File: src/rtl/fetch_pkg.sv
// instruction fetch shared definitions
`default_nettype none

package fetch_pkg;

	// data and address width, one word
	localparam int XLEN = 32;

	// first fetch address after reset
	localparam logic [XLEN-1:0] RESET_PC = 32'h0000_0000;
	// sequential increment, one instruction
	localparam logic [XLEN-1:0] PC_STEP = 32'd4;

	// opcodes the fetch stage decodes itself
	localparam logic [6:0] OP_JAL = 7'b1101111;
	localparam logic [6:0] OP_JALR = 7'b1100111;

	// wait cycles with stb high and no ack before a retry
	localparam int BUS_TIMEOUT = 8;
	localparam int TIMER_W = 4;

	// fetch machine states
	// drop is the one-cycle gap before a retry
	localparam logic [1:0] ST_IDLE = 2'b00;
	localparam logic [1:0] ST_REQ = 2'b01;
	localparam logic [1:0] ST_DROP = 2'b10;
	localparam logic [1:0] ST_DONE = 2'b11;

	// one instruction word, read as j-type or i-type
	typedef union packed {
		struct packed {
			logic       imm20;
			logic [9:0] imm10_1;
			logic       imm11;
			logic [7:0] imm19_12;
			logic [4:0] rd;
			logic [6:0] opcode;
		} j_view;
		struct packed {
			logic [11:0] imm11_0;
			logic [4:0]  rs1;
			logic [2:0]  funct3;
			logic [4:0]  rd;
			logic [6:0]  opcode;
		} i_view;
	} inst_word_u;

endpackage

`default_nettype wire

File: src/rtl/fetch_if.sv
// fetch control interface
`timescale 1ns/1ps
`default_nettype none

interface fetch_ctl_if import fetch_pkg::*; ();

	// address of the current request
	logic [XLEN-1:0] fetch_pc;
	// ack while stb is high
	logic ack_fire;
	// returned read data
	logic [XLEN-1:0] bus_word;
	// in-flight fetch was redirected
	logic kill;
	// one-cycle done state
	logic fetch_done;

	// request sequencing
	modport fsm (
		output ack_fire,
		output fetch_done
	);

	// pc register and next-pc select
	modport pc (
		input  ack_fire,
		input  bus_word,
		output fetch_pc,
		output kill
	);

	// output capture
	modport latch (
		input ack_fire,
		input bus_word,
		input fetch_pc,
		input kill,
		input fetch_done
	);

endinterface

`default_nettype wire

File: src/rtl/bus_fetch_fsm.sv
// bus fetch request machine
`timescale 1ns/1ps
`default_nettype none

module bus_fetch_fsm import fetch_pkg::*; (
	input  logic     clk,
	input  logic     rst,
	input  logic     stall,
	input  logic     ack,
	input  logic     timer_expired,
	output logic     timer_run,
	output logic     cyc,
	output logic     stb,
	fetch_ctl_if.fsm ctl
);

	logic [1:0] state;
	logic [1:0] state_next;
	logic       in_req;

	// state register
	always_ff @(posedge clk) begin
		if (rst) begin
			state <= ST_IDLE;
		end else begin
			state <= state_next;
		end
	end

	// next state
	always_comb begin
		state_next = state;
		case (state)
			ST_IDLE: begin
				// stall only delays the next request
				if (!stall) begin
					state_next = ST_REQ;
				end
			end
			ST_REQ: begin
				// ack wins over a timeout in the same cycle
				if (ack) begin
					state_next = ST_DONE;
				end else if (timer_expired) begin
					state_next = ST_DROP;
				end
			end
			ST_DROP: begin
				// one cycle with cyc/stb low, then reissue same address
				state_next = ST_REQ;
			end
			ST_DONE: begin
				state_next = ST_IDLE;
			end
			default: begin
				state_next = ST_IDLE;
			end
		endcase
	end

	assign in_req = (state == ST_REQ);

	// cyc and stb rise and fall together
	assign cyc = in_req;
	assign stb = in_req;

	// ack outside a strobe is ignored
	assign ctl.ack_fire = ack & in_req;
	assign ctl.fetch_done = (state == ST_DONE);

	// wait timer only runs while a request is on the bus
	assign timer_run = in_req;

endmodule

`default_nettype wire

File: src/rtl/bus_wait_timer.sv
// bus ack wait timer
`timescale 1ns/1ps
`default_nettype none

module bus_wait_timer import fetch_pkg::*; (
	input  logic clk,
	input  logic rst,
	input  logic run,
	output logic expired
);

	// wait cycles already spent in this request
	logic [TIMER_W-1:0] count;

	always_ff @(posedge clk) begin
		if (rst) begin
			count <= '0;
		end else if (!run) begin
			count <= '0;
		end else begin
			count <= count + TIMER_W'(1);
		end
	end

	// high in the last allowed wait cycle
	// so stb stays up for exactly BUS_TIMEOUT cycles
	assign expired = run && (count == TIMER_W'(BUS_TIMEOUT - 1));

endmodule

`default_nettype wire

File: src/rtl/fetch_top.sv
// instruction fetch top level
`timescale 1ns/1ps
`default_nettype none

module fetch_top import fetch_pkg::*; (
	input  logic            clk,
	input  logic            rst,
	input  logic            stall,
	input  logic            redirect_valid,
	input  logic [XLEN-1:0] redirect_addr,
	input  logic [XLEN-1:0] reg_in,
	input  logic            ack,
	input  logic [XLEN-1:0] dat_i,
	output logic            cyc,
	output logic            stb,
	output logic [XLEN-1:0] adr,
	output logic [XLEN-1:0] inst,
	output logic [XLEN-1:0] inst_pc,
	output logic            inst_valid,
	output logic [XLEN-1:0] pc_next
);

	logic timer_run;
	logic timer_expired;

	fetch_ctl_if ctl ();

	// read data goes straight onto the shared bundle
	assign ctl.bus_word = dat_i;
	// request address is always the current pc
	assign adr = ctl.fetch_pc;

	bus_fetch_fsm u_fsm (
		.clk           (clk),
		.rst           (rst),
		.stall         (stall),
		.ack           (ack),
		.timer_expired (timer_expired),
		.timer_run     (timer_run),
		.cyc           (cyc),
		.stb           (stb),
		.ctl           (ctl.fsm)
	);

	// retry timer for a slow or missing ack
	bus_wait_timer u_timer (
		.clk     (clk),
		.rst     (rst),
		.run     (timer_run),
		.expired (timer_expired)
	);

	pc_unit u_pc (
		.clk            (clk),
		.rst            (rst),
		.redirect_valid (redirect_valid),
		.redirect_addr  (redirect_addr),
		.reg_in         (reg_in),
		.pc_next        (pc_next),
		.ctl            (ctl.pc)
	);

	inst_latch u_latch (
		.clk        (clk),
		.rst        (rst),
		.inst       (inst),
		.inst_pc    (inst_pc),
		.inst_valid (inst_valid),
		.ctl        (ctl.latch)
	);

endmodule

`default_nettype wire

File: src/rtl/inst_latch.sv
// fetched instruction latch
`timescale 1ns/1ps
`default_nettype none

module inst_latch import fetch_pkg::*; (
	input  logic            clk,
	input  logic            rst,
	output logic [XLEN-1:0] inst,
	output logic [XLEN-1:0] inst_pc,
	output logic            inst_valid,
	fetch_ctl_if.latch      ctl
);

	logic [XLEN-1:0] word_q;
	logic [XLEN-1:0] pc_q;
	logic            kill_q;

	// word and its address, taken at the ack edge
	always_ff @(posedge clk) begin
		if (ctl.ack_fire) begin
			word_q <= ctl.bus_word;
			pc_q <= ctl.fetch_pc;
		end
	end

	// kill flag travels with the word
	always_ff @(posedge clk) begin
		if (rst) begin
			kill_q <= 1'b0;
		end else if (ctl.ack_fire) begin
			kill_q <= ctl.kill;
		end
	end

	assign inst = word_q;
	assign inst_pc = pc_q;
	// valid only in the done cycle, and not for a redirected fetch
	assign inst_valid = ctl.fetch_done & ~kill_q;

endmodule

`default_nettype wire

File: src/rtl/pc_unit.sv
// program counter and next pc select
`timescale 1ns/1ps
`default_nettype none

module pc_unit import fetch_pkg::*; (
	input  logic            clk,
	input  logic            rst,
	input  logic            redirect_valid,
	input  logic [XLEN-1:0] redirect_addr,
	input  logic [XLEN-1:0] reg_in,
	output logic [XLEN-1:0] pc_next,
	fetch_ctl_if.pc         ctl
);

	logic [XLEN-1:0] pc;
	logic [XLEN-1:0] link_pc;
	logic            redir_pend;
	logic [XLEN-1:0] redir_addr;
	logic            redir_now;
	logic [XLEN-1:0] redir_tgt;
	inst_word_u      word;
	logic [XLEN-1:0] imm_j;
	logic [XLEN-1:0] imm_i;
	logic [XLEN-1:0] seq_pc;
	logic [XLEN-1:0] jal_tgt;
	logic [XLEN-1:0] jalr_tgt;
	logic [XLEN-1:0] pc_sel;

	// pending redirect, consumed by the next ack
	always_ff @(posedge clk) begin
		if (rst) begin
			redir_pend <= 1'b0;
		end else if (ctl.ack_fire) begin
			redir_pend <= 1'b0;
		end else if (redirect_valid) begin
			redir_pend <= 1'b1;
		end
	end

	// redirect target, last pulse wins
	always_ff @(posedge clk) begin
		if (redirect_valid) begin
			redir_addr <= redirect_addr;
		end
	end

	// a pulse in the ack cycle itself still counts
	assign redir_now = redir_pend | redirect_valid;
	assign redir_tgt = redirect_valid ? redirect_addr : redir_addr;

	// decode the returned word both ways
	assign word = ctl.bus_word;

	// j immediate, bit 0 implied zero
	assign imm_j = {{11{word.j_view.imm20}}, word.j_view.imm20, word.j_view.imm19_12,
		word.j_view.imm11, word.j_view.imm10_1, 1'b0};
	// i immediate, sign extended
	assign imm_i = {{20{word.i_view.imm11_0[11]}}, word.i_view.imm11_0};

	assign seq_pc = pc + PC_STEP;
	assign jal_tgt = pc + imm_j;
	// jalr clears bit 0 of the sum
	assign jalr_tgt = (reg_in + imm_i) & ~32'd1;

	// priority: redirect, jal, jalr, sequential
	always_comb begin
		if (redir_now) begin
			pc_sel = redir_tgt;
		end else if (word.j_view.opcode == OP_JAL) begin
			pc_sel = jal_tgt;
		end else if (word.i_view.opcode == OP_JALR) begin
			pc_sel = jalr_tgt;
		end else begin
			pc_sel = seq_pc;
		end
	end

	// pc and link address move together at the ack edge
	always_ff @(posedge clk) begin
		if (rst) begin
			pc <= RESET_PC;
			link_pc <= RESET_PC + PC_STEP;
		end else if (ctl.ack_fire) begin
			pc <= pc_sel;
			link_pc <= seq_pc;
		end
	end

	// sequential address of the word just fetched
	assign pc_next = link_pc;

	assign ctl.fetch_pc = pc;
	// redirected fetch is dropped downstream
	assign ctl.kill = ctl.ack_fire & redir_now;

endmodule

`default_nettype wire

File: config.mk
export PLATFORM = sky130hd
export DESIGN_NAME = fetch_top
export DESIGN_NICKNAME = d
export VERILOG_FILES = /design/src/rtl/fetch_pkg.sv /design/src/rtl/fetch_if.sv /design/src/rtl/bus_fetch_fsm.sv /design/src/rtl/bus_wait_timer.sv /design/src/rtl/fetch_top.sv /design/src/rtl/inst_latch.sv /design/src/rtl/pc_unit.sv
export SDC_FILE = /design/constraint.sdc
export NUM_CORES = 1
export LEC_CHECK = 0
export BUFFER_PORTS_ARGS = -buffer_cell sky130_fd_sc_hd__buf_2
export CAP_MARGIN = 10
export CORE_MARGIN = 8
export CORE_UTILIZATION = 30
export CTS_CLUSTER_DIAMETER = 30
export DETAILED_ROUTE_END_ITERATION = 6
export PLACE_DENSITY = 0.6
export SYNTH_ARGS = -nofsm -noshare
export SYNTH_HDL_FRONTEND = slang
export SYNTH_SLANG_ARGS = --single-unit
File: constraint.sdc
create_clock -name clk -period 3.4 [get_ports clk]
set_clock_uncertainty 0.1 [all_clocks]
set_input_delay 0.34 -clock clk [delete_from_list [all_inputs] [get_ports clk]]
set_output_delay 0.34 -clock clk [all_outputs]
set_load 0.1 [all_outputs]
==> flow_summary.toml, run 1 <==
[synth]
yosys_warnings = 0
mappedNetlistNets = 1244
synthTopCellsByArea = "sky130_fd_sc_hd__dfxtp_1 21%, sky130_fd_sc_hd__edfxtp_1 19%, sky130_fd_sc_hd__ha_1 7.8%"
synthCells = 1079
synth.distinct_cells = 77
yosys_register_bits = 168
synth.yosys.seq_area_share = 0.401
synthDominantAreaCellType = "sky130_fd_sc_hd__dfxtp_1"
postSynthAreaPerCell_sq_um = 9.27
synth-async-reset-ratio = 0
yosysTopAreaCellShare = 0.208
synth_ff_type = "sky130_fd_sc_hd__dfxtp_1"
mappedNetlistArea_sq_um = 10000
synth-edff-count = 64

[setup_path]
critPathRequiredTime_ns = 3.61
crit_path_end_kind = "flop"
critical_path_class = "in -> reg"
worstPathCellList = "dlygate4sd3_1 -> buf_2 -> ha_1 -> a21o_1 -> a221oi_4 -> o21ai_1 -> or3_1 -> o22ai_4 -> o21ai_2 -> nor3b_1 -> o41ai_2 -> o311ai_1"
crit_path_max_incr_delay_ns = 0.57
worstPathArrival_ns = 3.43
critical_path.max_fanout = 5
worstSetupStartpointType = "primary input"
cpMaxStageDelayCell = "sky130_fd_sc_hd__dlygate4sd3_1"

[clocking]
h-tree-depth = 4
tritoncts.num_buffers = 17
postCtsSetupBuffers = 0
sinks_on_the_clock_net = 168
clkTransAtPathRegs_ns = 0.08
max-clock-path-buffers = 2
clk_root_buffer_cell = "sky130_fd_sc_hd__clkbuf_16"
insertion_delay_ns = 0.44
tritoncts_clock_tree = "done"

[placement]
gp_routability_congestion = 0.907
place.detailed.instances = 1742
detailedPlacementHpwl_um = 27700
port-buffer-count = 231

[route]
route.detailed.wl_per_inst_um = 19.8
vias_per_cell = 5.20
route.detailed.drc = 0
ant_nets = 0
drt_first_pass_iters = 6
drt-initial-drc-count = 641
drt_wl_total_um = 35500
via_count = 9323

[floorplanning]
die_height_um = 199
initial_core_util = 0.301
rows = 67
dieArea_sq_um = 39400
floorplan.core_area_sq_um = 33200
top_level_ports = 232
die_w_um = 199

[sta]
finalCritPeriodShare = 0.946
report.final.slew_viol_count = 0
final_period_minus_worst_setup_slack_ns = 3.22
worst-slew-pin-transition_ns = 1.05
fin_tns_setup_ns = 0
finalHoldViolations = 0
rsz0062_at_grt = "no"
worst_slew_margin_relative_to_its_limit = 0.299
finalSetupViolations = 0
max_freq_ghz = 0.311

[finish]
layoutNonFillerInstCount = 1792
final_net_count = 1493
area_growth_syn_to_layout_pct = 26.2
filler_cell_count = 3426
final_layout_size_suffix_gt1_frac = 0.268

[worst_hold_path]
worstHoldPathType = "in -> reg"

[global_route]
initial_antenna_violation_count = 6
grt_overflow = 0
grt_pass1_vias = 8983
grt_first_pass_wirelength_um = 53200
grt_max_degree = 72
grt_overall_usage = 0.175

[run_status]
outcome = "finished clean"

[pwr]
p_total_uw = 5730
cellPowerDensity_nw_per_um2 = 454
leakagePower_uw = 0.00540
peakVddDrop_uv = 244

[job]
cap_violations = 0
final timing paths:
| check | startpoint | end | slack [ns] | cells past startpoint |
|---|---|---|---|---|
| worst max-delay path | dat_i[15] | u_pc.ctl.fetch_pc[30] | 0.18 | 12 |
| worst min-delay path | dat_i[12] | u_latch.inst[12] | 0.02 | 1 |
| worst max register to register | u_pc.ctl.fetch_pc[12] | u_pc.ctl.fetch_pc[26] | 0.32 | 8 |
| worst min register to register | u_pc.pc_next[28] | u_pc.pc_next[28] | 0.35 | 2 |
cells in the final DEF (no fill, tap or decap), types with 40 or more instances in the layout:
| cell | n |
|---|---|
| sky130_fd_sc_hd__dfxtp_1 | 100 |
| sky130_fd_sc_hd__edfxtp_1 | 64 |
| sky130_fd_sc_hd__nor2_1 | 64 |
| sky130_fd_sc_hd__a21oi_1 | 74 |
| sky130_fd_sc_hd__xnor2_1 | 48 |
| sky130_fd_sc_hd__nand2_1 | 101 |
| sky130_fd_sc_hd__buf_2 | 231 |
| sky130_fd_sc_hd__o21ai_0 | 76 |
| sky130_fd_sc_hd__ha_1 | 62 |
| sky130_fd_sc_hd__a21o_1 | 40 |
worst max-delay path: cells and delay by family:
family	cells	cell delay [ns]
compound gates	7	1.47
simple gates	2	0.57
buf+inv	2	0.71
fa+ha+maj	1	0.35
cell usage after synthesis, drive strengths merged, types with 12 or more instances:
master and instances:
nand3 27, clkbuf 43, and3 15, nand2 101
edfxtp 64, o211ai 12, a21o 40, nand4 21
nor3 14, a31oi 12, xnor2 48, nor2 67
dfxtp 104, ha 62, a21oi 76, xor2 24
a211oi 16, inv 26, o21ai 96, mux2 32
per-stage QoR:
step,util,hold slack (ns),setup slack (ns),area [sq um]
floorplan,-,0.318,0.00895,10000
global placement,0.356,0.331,0.162,11800
detailed placement,0.356,0.344,0.0766,11800
CTS,0.379,0.00465,0.182,12600
global route,0.380,0.00131,0.0232,12600
finish,0.380,0.0241,0.183,12600
where the power goes:
part | switching [uW] | internal (uW) | leakage (uW)
sequential | 58.8 | 2190 | 0.00144
clock | 890 | 1180 | 0.000302
combinational | 982 | 423 | 0.00365
total | 1930 | 3800 | 0.00540
area by class of cell:
type                    count  area (sq um)  share of cell area
repair buffers            284          1590               0.126
inverters                  26          97.6             0.00773
diodes                      3          7.51            0.000595
flip-flops and latches    168          4010               0.318
clock inverters            14           186              0.0148
well taps                 448           561              0.0444
clock buffers              18           429              0.0340
multi-input cells         831          5740               0.455
timing repair:
item | CTS | global route
endpoints found under the hold margin | 15 | 0
endpoints found under the setup margin | 0 | 4
hold buffers | 15 | 0
resized for setup | 0 | 6
cells by family after synthesis:
logic type | after synthesis | synth area share
AOI/OAI and AO/OA | 348 | 0.231
and+or+nand+nor | 309 | 0.150
DFF | 168 | 0.401
buffers and inverters | 80 | 0.0314
xor gates and xnor gates | 72 | 0.0631
adders and majority gates | 64 | 0.0816
muxes | 38 | 0.0424
sequential cells by signal, summed over array words and instances (netlist names):
| register | flops |
|---|---|
| u_latch.inst | 32 |
| u_latch.inst_pc | 32 |
| u_pc.ctl.fetch_pc | 32 |
| u_pc.pc_next | 32 |
| u_pc.redir_addr | 32 |
| u_timer.count | 4 |
| u_fsm.state | 2 |
| u_latch.kill_q | 1 |
| u_pc.redir_pend | 1 |
routing by layer:
metal / up-vias / track usage / wire length [um]
met1: 4422 / 0.234 / 16300
met3: 43 / 0.0347 / 2210
met2: 298 / 0.281 / 16200
li1: 4552 / - / -
met4: 8 / 0.0538 / 745
met5: - / 0 / 50
No activity file was read; power rests on OpenSTA's default activity.
==> run 2, diff against run 1 <==
--- a/config.mk
+++ b/config.mk
@@ -12,6 +12,9 @@
 export CTS_CLUSTER_DIAMETER = 30
 export DETAILED_ROUTE_END_ITERATION = 6
 export PLACE_DENSITY = 0.6
+export SKIP_CTS_REPAIR_TIMING = 1
+export SKIP_LAST_GASP = 1
 export SYNTH_ARGS = -nofsm -noshare
 export SYNTH_HDL_FRONTEND = slang
+export SYNTH_HIERARCHICAL = 1
 export SYNTH_SLANG_ARGS = --single-unit
==> run 2 against run 1 <==
Flip-flop and latch count did not move. Sequential share of layout area increased by 0.14 points. Combinational power grew 19%. Routed wire length rose by 1.9%. Design area is 0.56% lower. Clock power shrank 5%. Register-to-register slack improved by 0.05 ns. Power rose by 3.5%. Die area fell by 0.63%. Count of clock-buffer cells in the layout rose by 5. Global-route usage is 0.52 points higher. Critical endpoint is now u_pc/ctl.fetch_pc[28]. Largest cell class unchanged. Largest power group unchanged. Highest routed layer is now met4.
==> flow_summary.toml, run 2 <==
[clocking]
insertion_delay_ns = 0.45
clkTransAtPathRegs_ns = 0.07
sinks_on_the_clock_net = 168
max-clock-path-buffers = 2
h-tree-depth = 4
clk_root_buffer_cell = "sky130_fd_sc_hd__clkbuf_16"
tritoncts.num_buffers = 17
tritoncts_clock_tree = "done"

[synth]
multiplexer_share_of_the_synthesized_area = 0.0445
post_synth_most_frequent_cells = "104 x sky130_fd_sc_hd__dfxtp_1, 93 x sky130_fd_sc_hd__nand2_1, 93 x sky130_fd_sc_hd__nor2_1"
post-synth-top-count-cell = "sky130_fd_sc_hd__dfxtp_1"
yosys_register_bits = 168
mappedNetlistNets = 1229
synthTopCellsByArea = "sky130_fd_sc_hd__dfxtp_1 21%, sky130_fd_sc_hd__edfxtp_1 19%, sky130_fd_sc_hd__ha_1 7.8%"
postSynthAreaPerCell_sq_um = 9.33
synth.distinct_cells = 83
synth-adder-area-share = 0.0822
synthCells = 1064
synthDominantAreaCellType = "sky130_fd_sc_hd__dfxtp_1"
synth.yosys.seq_area_share = 0.403
yosys_warnings = 6
synth-async-reset-ratio = 0
synth-compound-area-share = 0.214
mappedNetlistArea_sq_um = 9930
synth_simple_gate_area_frac = 0.159
synth_ff_type = "sky130_fd_sc_hd__dfxtp_1"
synth-edff-count = 64
yosysTopAreaCellShare = 0.210
synth-xor-area-share = 0.0662
largest_family_of_logic_cells_by_synthesized_area = "compound AO/OA/AOI/OAI gates"

[floorplanning]
floorplan.core_area_sq_um = 32500
initial_core_util = 0.305
dieArea_sq_um = 39200
top_level_ports = 232
rows = 66
die_w_um = 198
die_height_um = 198

[finish]
filler_cell_count = 3353
layout.cells.most_common = "sky130_fd_sc_hd__buf_2"
most-common-layout-cells = "231 x sky130_fd_sc_hd__buf_2, 104 x sky130_fd_sc_hd__dfxtp_1, 93 x sky130_fd_sc_hd__nor2_1, 93 x sky130_fd_sc_hd__nand2_1, 78 x sky130_fd_sc_hd__a21oi_1"
final_net_count = 1490
layoutNonFillerInstCount = 1785
area_growth_syn_to_layout_pct = 26.4
utilization = 0.386
final_layout_size_suffix_gt1_frac = 0.273

[setup_path]
critPathRequiredTime_ns = 3.66
worstSetupStartpointType = "flop"
critical_path_class = "reg -> reg"
startpoint = "u_pc/ctl.fetch_pc[2]"
regToRegEndpoint = "u_pc/ctl.fetch_pc[28]"
cp-endpoint = "u_pc/ctl.fetch_pc[28]"
worstPathCellList = "ha_1 -> a211oi_1 -> o211ai_1 -> nand3_1 -> a211oi_1 -> nor2_1 -> o21ai_1 -> mux2i_1 -> o211ai_1 -> o31ai_2"
worstPathArrival_ns = 3.29
critical_path.max_fanout = 5
reg2regPathDepth = 10
r2r_slack_ns = 0.37
cpMaxStageDelayCell = "sky130_fd_sc_hd__dfxtp_1"
crit_path_max_incr_delay_ns = 0.48
worst_r2r_startpoint = "u_pc/ctl.fetch_pc[2]"
crit_path_end_kind = "flop"

[pwr]
p_total_uw = 5920
p_switching_uw = 2150
peakVddDrop_uv = 362
cellPowerDensity_nw_per_um2 = 472
share_clk_of_total_power = 0.332
netSwitchingFraction = 0.363
internal_power_uw = 3770
part_of_the_power_in_registers = 0.384
power.share.combinational = 0.284
leakagePower_uw = 0.00528

[route]
drt_wl_total_um = 36200
drt-initial-drc-count = 722
vias_per_cell = 5.17
route.detailed.drc = 0
via_count = 9221
drt_first_pass_iters = 5
route.detailed.wl_per_inst_um = 20.3
ant_nets = 0

[sta]
worst_slew_margin_relative_to_its_limit = 0.587
max_freq_ghz = 0.330
fin_tns_setup_ns = 0
finalCritPeriodShare = 0.891
postLayoutSetupSlackWorst_ns = 0.370
report.final.slew_viol_count = 0
final_period_minus_worst_setup_slack_ns = 3.03
worst-slew-pin-transition_ns = 0.620
finalSetupViolations = 0
rsz0062_at_grt = "no"
finalHoldViolations = 0

[worst_hold_path]
holdCritStartpoint = "dat_i[15]"
worstHoldPathType = "in -> reg"
worstHoldPathCells = 1

[placement]
gp_routability_congestion = 0.889
port-buffer-count = 231
dpl_worst_slack_ns = 0.222
place.detailed.instances = 1734
detailedPlacementHpwl_um = 28000

[global_route]
grt_max_degree = 116
grt_overflow = 0
grt_pass1_vias = 8894
initial_antenna_violation_count = 2
grt_overall_usage = 0.180
grt_first_pass_wirelength_um = 53800

[run_status]
outcome = "finished clean"

[job]
cap_violations = 0
-- run 2: cell types whose count changed in the layout (fill, tap and decap cells not counted), sizes merged, moves of 6 or more --
cell	change
o211ai	+8
o21ai	-38
nand2	-8
nand4	-8
a311oi	+6
buf	+11
nor2	+26
xnor2	-10
or3	-6
nor3	+11
xor2	+13
a211oi	+17
o22ai	+7
a21o	-16
-- run 2: how the worst min path moves through the flow --
| stage | endpoint | slack, ns |
|---|---|---|
| detailed placement | u_timer/count[0] | 0.34 |
| global placement | u_timer/count[0] | 0.33 |
| CTS | u_latch/inst[9] | -0.05 |
| global route | u_latch/inst[14] | 0.01 |
| finish | u_latch/inst[15] | 0.02 |
| floorplan | u_fsm/state[0] | 0.31 |
-- run 2: critical path, delay by kind of cell, from the launching register on --
kind	cells	cell delay, ns
AOI/OAI and AO/OA	6	1.34
and+or+nand+nor	2	0.56
DFF	1	0.48
adders and majority gates	1	0.30
muxes	1	0.17
-- run 2: kinds of logic after synthesis --
| kind of cell | Yosys count |
|---|---|
| simple gates | 327 |
| compound gates | 313 |
| xor+xnor | 75 |
| fa+ha+maj | 64 |
| buf+inv | 77 |
| mux | 40 |
| flops | 168 |
-- run 2: power by group through the flow --
| stage | sequential (uW) | combinational [uW] | clock, uW |
|---|---|---|---|
| 2_1_floorplan | 2820 | 721 | 0 |
| 3_3_place_gp | 2320 | 1650 | 0 |
| 3_5_place_dp | 2320 | 1650 | 0 |
| 4_1_cts | 2270 | 1660 | 2010 |
| 5_1_grt | 2290 | 1790 | 2100 |
| 6_report | 2280 | 1680 | 1970 |
-- run 2: final cells by class --
cell class                 instances  area, sq um  share of cell area
multi-input combinational        819         5620               0.448
sequential                       168         4000               0.319
timing repair buffer             294         1680               0.134
tap                              442          553              0.0441
clock buffer                      23          510              0.0407
inverter                          25         93.8             0.00748
clock inverter                     9         78.8             0.00628
antenna                            5         12.5            0.000997
-- run 2: per-stage QoR --
step           instance area [sq um]  hold WS, ns
6_report                       12500       0.0198
3_3_place_gp                   11800        0.332
4_1_cts                        12400      -0.0534
2_1_floorplan                   9930        0.306
5_1_grt                        12500       0.0129
3_5_place_dp                   11800        0.340
-- run 2: routing by layer --
layer	global-route usage	part of all wire
met3	0.0334	0.064
met1	0.260	0.49
met2	0.264	0.42
met4	0.0631	0.023
met5	0	0
==> run 3, diff against run 2 <==
--- a/config.mk
+++ b/config.mk
@@ -7,11 +7,9 @@
 export LEC_CHECK = 0
 export BUFFER_PORTS_ARGS = -buffer_cell sky130_fd_sc_hd__buf_2
 export CAP_MARGIN = 10
-export CORE_MARGIN = 8
 export CORE_UTILIZATION = 30
 export CTS_CLUSTER_DIAMETER = 30
 export DETAILED_ROUTE_END_ITERATION = 6
-export PLACE_DENSITY = 0.6
 export SKIP_CTS_REPAIR_TIMING = 1
 export SKIP_LAST_GASP = 1
 export SYNTH_ARGS = -nofsm -noshare
==> run 3 against run 2 <==
Sequential power barely moved. Sequential share of layout area grew 0.23 points. Via count decreased by 0.36%. Flip-flop and latch count did not move. Count of clock-buffer cells in the layout down 3. Hold slack improved by 0.0031 ns. Power decreased by 1.9%. Fmax fell by 1.3%. Critical path depth did not move. Clock power is 5% lower. Critical path type unchanged. Largest cell class unchanged.
==> flow_summary.toml, run 3 (synthesis results as in run 2) <==
[run_status]
outcome = "finished clean"

[sta]
final_period_minus_worst_setup_slack_ns = 3.07
finalCritPeriodShare = 0.903
postLayoutSetupSlackWorst_ns = 0.329
worst-slew-pin-transition_ns = 0.696
finalHoldViolations = 0
finalSetupViolations = 0
report.final.slew_viol_count = 0
max_freq_ghz = 0.326
rsz0062_at_grt = "no"
fin_tns_setup_ns = 0
worst_slew_margin_relative_to_its_limit = 0.536

[worst_hold_path]
min_to = "u_latch/inst[20]"
holdCritStartpoint = "dat_i[20]"
worstHoldPathCells = 1
worstHoldPathType = "in -> reg"

[finish]
final_area_sq_um = 12500
insertedDiodeCount = 0
final_layout_size_suffix_gt1_frac = 0.273
filler_cell_count = 3392
final_net_count = 1487
most-common-layout-cells = "231 x sky130_fd_sc_hd__buf_2, 104 x sky130_fd_sc_hd__dfxtp_1, 93 x sky130_fd_sc_hd__nor2_1, 93 x sky130_fd_sc_hd__nand2_1, 78 x sky130_fd_sc_hd__a21oi_1"
layoutNonFillerInstCount = 1777
area_growth_syn_to_layout_pct = 25.5
layout.cells.most_common = "sky130_fd_sc_hd__buf_2"

[clocking]
insertion_delay_ns = 0.44
tritoncts_clock_tree = "done"
clkTransAtPathRegs_ns = 0.07
sinks_on_the_clock_net = 168
clk_root_buffer_cell = "sky130_fd_sc_hd__clkbuf_16"
h-tree-depth = 4
tritoncts.num_buffers = 17
max-clock-path-buffers = 2

[placement]
detailedPlacementHpwl_um = 26300
place.detailed.instances = 1733
gp_routability_congestion = 0.886
dpl_cell_area_sq_um = 11800
dpl_worst_slack_ns = 0.168
port-buffer-count = 231

[floorplanning]
floorplan.core_area_sq_um = 32500
top_level_ports = 232
rows = 66
die_height_um = 184
dieArea_sq_um = 33800
die_w_um = 184
initial_core_util = 0.305

[setup_path]
crit_path_end_kind = "flop"
worst_r2r_startpoint = "u_pc/ctl.fetch_pc[2]"
worstSetupStartpointType = "flop"
reg2regPathDepth = 10
worstPathArrival_ns = 3.34
r2r_slack_ns = 0.33
critical_path_class = "reg -> reg"
critPathRequiredTime_ns = 3.67
critical_path.max_fanout = 5
regToRegEndpoint = "u_pc/ctl.fetch_pc[28]"

[pwr]
peakVddDrop_uv = 335
cellPowerDensity_nw_per_um2 = 467
leakagePower_uw = 0.00524
p_total_uw = 5810

[global_route]
grt_overall_usage = 0.200
grt_overflow = 0
grt_pass1_vias = 8581
initial_antenna_violation_count = 0
grt_first_pass_wirelength_um = 50900
grt_max_degree = 62

[route]
drt_first_pass_iters = 5
route.detailed.drc = 0
ant_nets = 0
vias_per_cell = 5.17
route.detailed.wl_per_inst_um = 19.2
via_count = 9188
drt-initial-drc-count = 688
drt_wl_total_um = 34100

[job]
cap_violations = 0
==> run 3: cell types whose count changed in the layout (fill, tap and decap cells not counted) <==
cell	change
sky130_fd_sc_hd__dlygate4sd3_1	-2
sky130_fd_sc_hd__inv_6	-1
sky130_fd_sc_hd__clkbuf_1	-1
sky130_fd_sc_hd__clkinvlp_4	+2
sky130_fd_sc_hd__clkbuf_16	-2
sky130_fd_sc_hd__buf_12	-1
sky130_fd_sc_hd__clkinv_2	+1
sky130_fd_sc_hd__diode_2	-5
sky130_fd_sc_hd__clkinv_1	+1
==> run 3: where the power goes <==
part	internal, uW	switching (uW)	leakage [uW]	total, uW
combinational	476	1190	0.00352	1670
clock	984	892	0.000267	1880
sequential	2210	62.3	0.00145	2270
total	3670	2140	0.00524	5810
==> run 3: per-layer routing <==
layer | GRT usage | up-vias | wire length, um
li1 | - | 4496 | -
met1 | 0.293 | 4337 | 16800
met2 | 0.295 | 326 | 14500
met3 | 0.0380 | 29 | 2390
met4 | 0.0577 | 0 | 497
met5 | 0 | - | 0
==> run 3: cell type report <==
class	count	area, sq um	share of cell area
well taps	442	553	0.0444
multi-input cells	819	5620	0.451
clock inverters	12	93.8	0.00753
clock buffers	20	457	0.0367
inverters	25	93.8	0.00753
flip-flops and latches	168	4000	0.321
repair buffers	291	1640	0.131
==> run 3: worst max-delay path by stage <==
stage | depth (start not counted) | endpoint | from | slack [ns]
after floorplan | 10 | u_pc/ctl.fetch_pc[25] | u_pc/ctl.fetch_pc[14] | 0.07
after global placement | 12 | u_pc/ctl.fetch_pc[26] | reg_in[1] | 0.22
after detailed placement | 12 | u_pc/ctl.fetch_pc[26] | dat_i[21] | 0.17
after CTS | 10 | u_pc/ctl.fetch_pc[28] | u_pc/ctl.fetch_pc[2] | 0.39
after global routing | 10 | u_pc/ctl.fetch_pc[28] | u_pc/ctl.fetch_pc[3] | 0.09
final | 10 | u_pc/ctl.fetch_pc[28] | u_pc/ctl.fetch_pc[2] | 0.33
==> run 3: per-stage QoR <==
stage,hold slack (ns),util
floorplan,0.306,-
finish,0.0229,0.383
global placement,0.329,0.362
CTS,-0.0558,0.379
global route,0.00637,0.383
detailed placement,0.343,0.362
==> run 3: critical path, cell delays in order, from the launching register on <==
cell	delay, ns
sky130_fd_sc_hd__dfxtp_1	0.46
sky130_fd_sc_hd__ha_1	0.30
sky130_fd_sc_hd__a211oi_1	0.43
sky130_fd_sc_hd__o211ai_1	0.25
sky130_fd_sc_hd__nand3_1	0.21
sky130_fd_sc_hd__a211oi_1	0.10
sky130_fd_sc_hd__nor2_1	0.40
sky130_fd_sc_hd__o21ai_1	0.22
sky130_fd_sc_hd__mux2i_1	0.18
sky130_fd_sc_hd__o211ai_1	0.12
sky130_fd_sc_hd__o31ai_2	0.23
